--- config.mk ---
export PLATFORM = sky130hd
export DESIGN_NAME = exec_core
export DESIGN_NICKNAME = d
export VERILOG_FILES = /design/src/logic/exec_pkg.sv /design/src/logic/exec_core.sv /design/src/logic/alu.sv /design/src/logic/regfile.sv /design/src/logic/instr_decoder.sv
export SDC_FILE = /design/constraint.sdc
export NUM_CORES = 2
export LEC_CHECK = 0
export BUFFER_PORTS_ARGS = -buffer_cell sky130_fd_sc_hd__buf_2
export CORE_MARGIN = 2
export CORE_UTILIZATION = 34
export CTS_BUF_LIST = sky130_fd_sc_hd__clkbuf_8
export CTS_CLUSTER_SIZE = 20
export DETAILED_ROUTE_END_ITERATION = 7
export SLEW_MARGIN = 10
export SYNTH_ARGS = -nofsm -noshare
export SYNTH_HDL_FRONTEND = slang
export SYNTH_SLANG_ARGS = --single-unit
--- constraint.sdc ---
create_clock -name clk -period 15.5 [get_ports clk]
set_clock_uncertainty 0.1 [all_clocks]
set_input_delay 0 -clock clk [delete_from_list [all_inputs] [get_ports clk]]
set_output_delay 0 -clock clk [all_outputs]
set_load 0.03 [all_outputs]
--- src/logic/exec_pkg.sv ---
package exec_pkg;

    // --------------------
    // Sizes
    // --------------------
    localparam int xlen           = 32;
    localparam int reg_count      = 32;
    localparam int reg_addr_width = 5;
    localparam int imm_width      = 12;

    // Major opcodes.
    localparam logic [6:0] op_reg = 7'b0110011;
    localparam logic [6:0] op_imm = 7'b0010011;

    // Function fields.
    localparam logic [2:0] f3_add = 3'b000;
    localparam logic [2:0] f3_sll = 3'b001;
    localparam logic [2:0] f3_slt = 3'b010;
    localparam logic [2:0] f3_xor = 3'b100;
    localparam logic [2:0] f3_srl = 3'b101;
    localparam logic [2:0] f3_or  = 3'b110;
    localparam logic [2:0] f3_and = 3'b111;
    localparam logic [6:0] f7_alt = 7'b0100000;

    // --------------------
    // ALU functions
    // --------------------
    typedef logic [3:0] alu_func_t;

    localparam alu_func_t alu_add = 4'd0;
    localparam alu_func_t alu_sub = 4'd1;
    localparam alu_func_t alu_and = 4'd2;
    localparam alu_func_t alu_or  = 4'd3;
    localparam alu_func_t alu_xor = 4'd4;
    localparam alu_func_t alu_slt = 4'd5; // Signed.
    localparam alu_func_t alu_sll = 4'd6;
    localparam alu_func_t alu_srl = 4'd7;
    localparam alu_func_t alu_sra = 4'd8;

    // --------------------
    // Instruction word
    // --------------------
    typedef struct packed {
        logic [6:0]                funct7;
        logic [reg_addr_width-1:0] rb;
        logic [reg_addr_width-1:0] ra;
        logic [2:0]                funct3;
        logic [reg_addr_width-1:0] rd;
        logic [6:0]                opcode;
    } instr_r_t;

    typedef struct packed {
        logic [imm_width-1:0]      imm;
        logic [reg_addr_width-1:0] ra;
        logic [2:0]                funct3;
        logic [reg_addr_width-1:0] rd;
        logic [6:0]                opcode;
    } instr_i_t;

    typedef union packed {
        instr_r_t r;
        instr_i_t i;
    } instr_word_u;

    typedef struct packed {
        logic [reg_addr_width-1:0] ra;
        logic [reg_addr_width-1:0] rb;
        logic [reg_addr_width-1:0] rd; // Zero when nothing is written.
        logic                      use_imm;
        logic [xlen-1:0]           imm; // Sign-extended.
        alu_func_t                 func;
        logic                      illegal;
    } decode_t;

    typedef struct packed {
        logic                      valid;
        logic                      illegal;
        logic [reg_addr_width-1:0] rd;
        logic [xlen-1:0]           data;
    } wb_t;

endpackage
--- src/logic/exec_core.sv ---
`timescale 1ns/10ps

module exec_core (
    input  logic                  clk,
    input  logic                  reset,
    input  logic                  instr_valid,
    input  exec_pkg::instr_word_u instr,
    output exec_pkg::wb_t         wb
);

    exec_pkg::decode_t         dec;
    exec_pkg::wb_t             wb_next;
    logic [exec_pkg::xlen-1:0] ra_data;
    logic [exec_pkg::xlen-1:0] rb_data;
    logic [exec_pkg::xlen-1:0] op_b;
    logic [exec_pkg::xlen-1:0] result;
    logic                      accept;

    // --------------------
    // Decode and operands
    // --------------------
    instr_decoder u_decoder (
        .instr_valid (instr_valid),
        .instr       (instr),
        .dec         (dec)
    );

    regfile u_regfile (
        .clk    (clk),
        .reset  (reset),
        .rd     (dec.rd),
        .rd_in  (result),
        .ra     (dec.ra),
        .rb     (dec.rb),
        .ra_out (ra_data),
        .rb_out (rb_data)
    );

    assign op_b = dec.use_imm ? dec.imm : rb_data; // Immediate or second register.

    // --------------------
    // Execute
    // --------------------
    alu u_alu (
        .a      (ra_data),
        .b      (op_b),
        .func   (dec.func),
        .result (result)
    );

    assign accept = instr_valid && !dec.illegal;

    always_comb begin
        wb_next.valid   = instr_valid;
        wb_next.illegal = dec.illegal;
        wb_next.rd      = dec.rd;
        wb_next.data    = accept ? result : '0; // Zero on idle and rejected cycles.
    end

    // --------------------
    // Write-back report
    // --------------------
    always_ff @(posedge clk) begin
        if (reset) begin
            wb <= '0;
        end else begin
            wb <= wb_next;
        end
    end

endmodule

--- src/logic/alu.sv ---
`timescale 1ns/10ps

module alu (
    input  logic [exec_pkg::xlen-1:0] a,
    input  logic [exec_pkg::xlen-1:0] b,
    input  exec_pkg::alu_func_t       func,
    output logic [exec_pkg::xlen-1:0] result
);

    logic [4:0]                shamt;
    logic [exec_pkg::xlen-1:0] sum;
    logic [exec_pkg::xlen-1:0] diff;
    logic                      less;

    assign shamt = b[4:0]; // Shift amount from low bits only.
    assign sum   = a + b;
    assign diff  = a - b;
    assign less  = ($signed(a) < $signed(b));

    // --------------------
    // Function select
    // --------------------
    always_comb begin
        case (func)
            exec_pkg::alu_add: begin
                result = sum;
            end
            exec_pkg::alu_sub: begin
                result = diff;
            end
            exec_pkg::alu_and: begin
                result = a & b;
            end
            exec_pkg::alu_or: begin
                result = a | b;
            end
            exec_pkg::alu_xor: begin
                result = a ^ b;
            end
            exec_pkg::alu_slt: begin
                result = {{(exec_pkg::xlen-1){1'b0}}, less};
            end
            exec_pkg::alu_sll: begin
                result = a << shamt;
            end
            exec_pkg::alu_srl: begin
                result = a >> shamt;
            end
            exec_pkg::alu_sra: begin
                result = $signed(a) >>> shamt; // Sign fills from the left.
            end
            default: begin
                result = '0;
            end
        endcase
    end

endmodule

--- src/logic/regfile.sv ---
`timescale 1ns/10ps

module regfile (
    input  logic                                clk,
    input  logic                                reset,
    input  logic [exec_pkg::reg_addr_width-1:0] rd,
    input  logic [exec_pkg::xlen-1:0]           rd_in,
    input  logic [exec_pkg::reg_addr_width-1:0] ra,
    input  logic [exec_pkg::reg_addr_width-1:0] rb,
    output logic [exec_pkg::xlen-1:0]           ra_out,
    output logic [exec_pkg::xlen-1:0]           rb_out
);

    // Register 0 is not stored.
    logic [exec_pkg::xlen-1:0] regs [1:exec_pkg::reg_count-1];

    // --------------------
    // Write port
    // --------------------
    always_ff @(posedge clk) begin
        if (reset) begin
            for (int i = 1; i < exec_pkg::reg_count; i++) begin
                regs[i] <= '0;
            end
        end else if (rd != '0) begin
            regs[rd] <= rd_in;
        end
    end

    // --------------------
    // Read ports
    // --------------------
    always_comb begin
        if (ra == '0) begin
            ra_out = '0;
        end else begin
            ra_out = regs[ra];
        end
    end

    always_comb begin
        if (rb == '0) begin
            rb_out = '0;
        end else begin
            rb_out = regs[rb];
        end
    end

endmodule

--- src/logic/instr_decoder.sv ---
`timescale 1ns/10ps

module instr_decoder (
    input  logic                  instr_valid,
    input  exec_pkg::instr_word_u instr,
    output exec_pkg::decode_t     dec
);

    logic [6:0]          opcode;
    logic [2:0]          funct3;
    logic [6:0]          funct7;
    logic                is_alt;
    logic                bad;
    exec_pkg::alu_func_t func;

    // Opcode and funct3 sit at the same place in both views.
    assign opcode = instr.r.opcode;
    assign funct3 = instr.r.funct3;
    assign funct7 = instr.r.funct7;
    assign is_alt = (funct7 == exec_pkg::f7_alt);

    // --------------------
    // Function decode
    // --------------------
    always_comb begin
        func = exec_pkg::alu_add;
        bad  = 1'b0;
        case (opcode)
            exec_pkg::op_reg: begin
                if (funct7 != 7'd0 && !is_alt) begin
                    bad = 1'b1;
                end
                case (funct3)
                    exec_pkg::f3_add: func = is_alt ? exec_pkg::alu_sub : exec_pkg::alu_add;
                    exec_pkg::f3_srl: func = is_alt ? exec_pkg::alu_sra : exec_pkg::alu_srl;
                    exec_pkg::f3_sll: func = exec_pkg::alu_sll;
                    exec_pkg::f3_slt: func = exec_pkg::alu_slt;
                    exec_pkg::f3_xor: func = exec_pkg::alu_xor;
                    exec_pkg::f3_or:  func = exec_pkg::alu_or;
                    exec_pkg::f3_and: func = exec_pkg::alu_and;
                    default:          bad  = 1'b1; // Unused funct3.
                endcase
            end
            exec_pkg::op_imm: begin
                case (funct3)
                    exec_pkg::f3_add: begin
                        // Upper immediate bits equal to f7_alt would mean sub.
                        bad = is_alt;
                    end
                    exec_pkg::f3_srl: begin
                        if (instr.i.imm[10]) begin
                            func = exec_pkg::alu_sra;
                        end else begin
                            func = exec_pkg::alu_srl;
                        end
                    end
                    exec_pkg::f3_sll: func = exec_pkg::alu_sll;
                    exec_pkg::f3_slt: func = exec_pkg::alu_slt;
                    exec_pkg::f3_xor: func = exec_pkg::alu_xor;
                    exec_pkg::f3_or:  func = exec_pkg::alu_or;
                    exec_pkg::f3_and: func = exec_pkg::alu_and;
                    default:          bad  = 1'b1;
                endcase
            end
            default: begin
                bad = 1'b1; // Unknown opcode.
            end
        endcase
    end

    // --------------------
    // Decoded fields
    // --------------------
    always_comb begin
        dec.ra      = instr.r.ra;
        dec.rb      = (opcode == exec_pkg::op_reg) ? instr.r.rb : '0;
        dec.use_imm = (opcode == exec_pkg::op_imm);
        dec.imm     = {{(exec_pkg::xlen - exec_pkg::imm_width){instr.i.imm[exec_pkg::imm_width-1]}},
                       instr.i.imm};
        dec.func    = func;
        dec.illegal = instr_valid && bad;
        dec.rd      = (instr_valid && !bad) ? instr.r.rd : '0; // Index 0 drops the write.
    end

endmodule

Yosys cells after proc, flatten, opt, wreduce, memory -nomap -nowiden
Memories as Yosys holds them, arrays and structs flattened.
Index checks and enable logic that the tools add are counted.
Word-level totals
  flip-flop bits (word level): 39
  RAM bits: 992
  bits of input ports: 35
  output and inout bits: 39
  memories kept: 1
Memories
  u_regfile.regs: depth 31, bits a word 32, rd ports 2, clocked after memory_dff 0, write ports 31, RTL line regfile.sv:15  | logic [exec_pkg::xlen-1:0] regs [1:exec_pkg::reg_count-1];
Operators by class
  $add $sub $neg: 2
  order comparisons: 1
  equality and inequality tests: 17
  shift operators: 3
  mux-type cells: 24
  bitwise gates (word level): 4
  reduce and logical (&&, ||, !) cells: 17
Operators by type and width (number)
  $pmux W32 S9: 1
  $mux W32: 4
  $add A32 B32 Y32: 1
  $and A32 B32 Y32: 1
  $lt A32 B32 Y1: 1
  $or A32 B32 Y32: 1
  $reduce_or A32 Y1: 1
  $shl A32 B5 Y32: 1
  $shr A32 B5 Y32: 1
  $sshr A32 B5 Y32: 1
  $sub A32 B32 Y32: 1
  $xor A32 B32 Y32: 1
  $pmux W4 S7: 1
  $pmux W4 S6: 1
  $eq A4 B3 Y1 const B: 4
  $mux W5: 3
  $eq A7 B6 Y1 const B: 2
  $eq A3 B3 Y1 const B: 4
  $logic_not A5 Y1: 2
  $mux W1: 9
  $eq A4 B2 Y1 const B: 2
  $mux W4: 2
  $pmux W4 S2: 1
  $eq A7 B5 Y1 const B: 1
  other kinds (15): 21

Longest topological paths before layout
  word-level depth: 15
  depth in mapped cells: 31
  gate-level depth less buffers: 23

Hierarchy
Synthesis repeated with hierarchy kept, for this count alone.
Second synthesis, totals
  cell total of the unflattened synthesis: 5146
  area, all modules: 65251.3 sq um
Modules (own cells, without submodules)
  regfile: instances 1, cells each 3653, area each 54384.7 sq um
  alu: instances 1, cells each 1274, area each 8413.1 sq um
  exec_core: instances 1, cells each 124, area each 1829.3 sq um
  instr_decoder: instances 1, cells each 95, area each 624.3 sq um

Worst setup path after synthesis
OpenSTA, ideal clock, no wires.
  path type: input -> register
  start point: input instr[6] in the netlist's numbering
  end point: memory u_regfile.regs[1][26] in the netlist's numbering, data pin
  data arrival time: 5.664 ns
  required time: 15.128 ns
  setup slack: 9.465 ns
  stages on the path: 23
  buffers on the path: 4
  path through: buf_4 -> nor4b_2 -> nand3_1 -> nor2_1 -> clkbuf_1 -> mux4_2 -> nand2_1 -> a31oi_1 -> mux2i_1 -> o21ai_0 -> ha_1 -> clkbuf_1 -> or3_1 -> nor3_1 -> a22o_1 -> a211oi_1 -> a2111o_1 -> a41oi_1 -> a31oi_1 -> xnor2_1 -> a21oi_1 -> buf_2 -> a21oi_1
RTL lines
  start: declaration: RTL line exec_core.sv:7  | input exec_pkg::instr_word_u instr,
  end: declaration: RTL line regfile.sv:15

==> metrics <==
HPWL Detailed 207,800 um; reg2reg path depth 18; total design power 7112 uW; DRT Wirelength 333,800 um; RSZ-0062 raised after global routing no; Crit Path Max Fanout 64; Core Region 197,200 um^2; final hold vios 0; antenna-violating nets left 0; CP Capture Type flop; ys flop type edfxtp_1; H-tree depth 4; drt drc 0; dpl ws 6.617 ns; Post-synth EDFFs 1,024; Slowest Stage Delay on Critical Path 0.90 ns; root buffer cell clkbuf_8; Synth cell types 140; CP max-delay cell a21oi_1; WL/cell 36.46 um; CTS sink cnt 1,063; Clk pin slew, worst setup/hold paths 0.06 ns; RD Place Congestion 1.019; Buf/Inv on CP 4; vias in the first global route 58,010; layout cells sized above 1 16.61%; Max Clk Rate 118.7 MHz; #FFs+latches synth 1,063; post-synthesis cell area 67,450 um^2; Die Y 449.4 um; CTS tree done; Lkg Pwr 0.02634 uW; worst-skew pair later-pin latency 0.96 ns; crit path launch type input port; clk buf depth 3; # IOs 74; Cell Pwr Density 96.32 nW/um^2; Die X 449.4 um; Die ar. 202,000 um^2; Layout Nets 6,497; initial antenna violation count 18; Post-Syn Instances 6,461; relative slew slack 7.470%; HP Class in2reg; hold depth 5; PortBufs 73; final worst-path cycle share 54.36%; dpl cell area 70,090 um^2; Initial Utilization 34.20%; Syn Area/Cell 10.44 um^2; Placed Cells 8,794; crit-path leading delay family simple AND/OR/NAND/NOR gates; DR vias/cell 6.665; Worst EP required 16.03 ns; Critical Path AT 8.95 ns; status finished clean; actual slew at the worst max-slew pin 1.383 ns; DR iter-0 viols 10,231; CTS Buf Count 182; final max-slew violation count 0; Setup TNS 0 ns; CP Depth 25; routed via count 61,022; minimum clock period 8.426 ns; GRT Residual Overflow 0; final instance count without filler cells 9,155; final setup violation count 0; final instance area 73,830 um^2; TritonRoute pass-1 iters 8; Synthesis Warnings 0; max-cap viol count 0; Area Overhead vs Synth 9.464%; Crit Path Category in2reg; sequential element share of the synthesized area 46.75%; Async SR Flop Fraction 0%; GR Util All Layers 31.79%; first-pass GRT wire length 457,300 um; largest net degree at the start of global routing 115; Final WS setup 7.074 ns; FP Rows 163; worst vdd ir 0.00006277 V
## layout make-up
| type | count | area [um^2] |
|---|---|---|
| antenna | 7 | 17.52 |
| clock buffer | 194 | 2670 |
| clock inverter | 140 | 852.1 |
| fill | 19437 | 123400 |
| inverter | 134 | 506.7 |
| multi-input combinational | 4643 | 32500 |
| sequential | 1063 | 31530 |
| tap | 2640 | 3303 |
| timing repair buffer | 334 | 2450 |
## power by group
group          leakage, uW  internal (uW)  switching (uW)  total (uW)
registers           0.0109           3250            55.0        3300
logic               0.0135            346             930        1280
clock network      0.00200           1280            1260        2540
## state kept, by name, summed over array words and instances, names as in the netlist
signal	flops
u_regfile.regs	1024
wb	39
## tightest hold or removal path, stage by stage
cell	delay [ns]
dlygate4sd3_1	0.52
buf_2	0.17
nor4b_1	0.13
nand2_2	0.10
nand2b_2	0.07
## repair_timing
item,CTS,global route
hold buffers,20,0
buffers inserted,0,0
endpoints found under the hold margin,46,0
gates resized for setup,0,0
## layout by cell type, fill, tap and decap left out, drive strengths merged, types with 42 or more instances in the layout
| cell | instances |
|---|---|
| a211o | 45 |
| a211oi | 201 |
| a21boi | 48 |
| a21oi | 508 |
| a31oi | 227 |
| buf | 314 |
| clkbuf | 194 |
| clkinv | 53 |
| edfxtp | 1024 |
| ha | 102 |
| inv | 201 |
| mux2 | 45 |
| mux2i | 236 |
| mux4 | 243 |
| nand2 | 625 |
| nand2b | 46 |
| nand3 | 130 |
| nor2 | 876 |
| nor2b | 138 |
| nor3 | 127 |
| o211ai | 43 |
| o21ai | 215 |
| o221ai | 42 |
| o22ai | 116 |
## layer usage
| metal | share of wire [%] | GRT usage, % | vias up |
|---|---|---|---|
| met3 | 14 | 9.996 | 1295 |
| met4 | 8.8 | 23.76 | 18 |
| li1 | - | - | 24291 |
| met5 | 0.035 | 0 | - |
| met2 | 43 | 47.07 | 5185 |
| met1 | 35 | 38.71 | 30233 |
## through the flow
step           hold slack (ns)  util (%)
5_1_grt                 0.1903     37.43
2_1_floorplan          0.01245         -
3_3_place_gp            0.2110     35.54
4_1_cts                0.07508     37.43
3_5_place_dp            0.2067     35.54
6_report                0.1544     37.44
## Yosys cell counts (24+ instances only)
library cell	number	area [um^2]
a211o_1	42	367.9
a211oi_1	190	1426
a21boi_0	46	345.3
a21oi_1	474	2372
a21oi_2	34	297.8
a221oi_1	36	315.3
a22oi_1	40	300.3
a31oi_1	227	1420
and3_1	40	250.2
buf_2	148	740.7
buf_4	43	322.8
buf_6	45	506.7
clkbuf_1	355	1333
dfxtp_1	39	780.8
edfxtp_1	1024	30750
ha_1	102	1276
inv_1	117	439.2
mux2_2	44	495.5
mux2i_1	233	2332
mux4_2	229	5157
nand2_1	623	2338
nand2b_1	46	287.8
nand3_1	128	640.6
nand4_1	34	212.7
nor2_1	871	3269
nor2b_1	138	863.3
nor3_1	111	555.5
nor4_1	24	150.1
o211ai_1	43	322.8
o21ai_0	199	996.0
o221ai_1	41	359.1
o22ai_1	115	719.4
o31ai_1	31	232.7
## path summary, 6_finish.rpt
| kind | from | end | slack [ns] |
|---|---|---|---|
| worst max-delay path | instr[6] | u_regfile.regs[25][25] | 7.07 |
| worst max register to register | u_regfile.regs[15][15] | u_regfile.regs[25][25] | 7.77 |
| worst min-delay path | instr[10] | u_regfile.regs[17][13] | 0.15 |
| worst min register to register | u_regfile.regs[25][3] | u_regfile.regs[0][5] | 1.80 |
## logic make-up after synthesis
| kind of cell | count (synthesis) | share of synthesized area (%) |
|---|---|---|
| buf+inv | 786 | 6.060 |
| xor+xnor | 27 | 0.3506 |
| other cells | 1 | 0.005560 |
| simple gates | 2164 | 14.59 |
| mux | 524 | 12.49 |
| flops | 1063 | 46.75 |
| fa+ha+maj | 104 | 1.951 |
| compound gates | 1792 | 17.81 |
(Power assumes the default switching activity.)
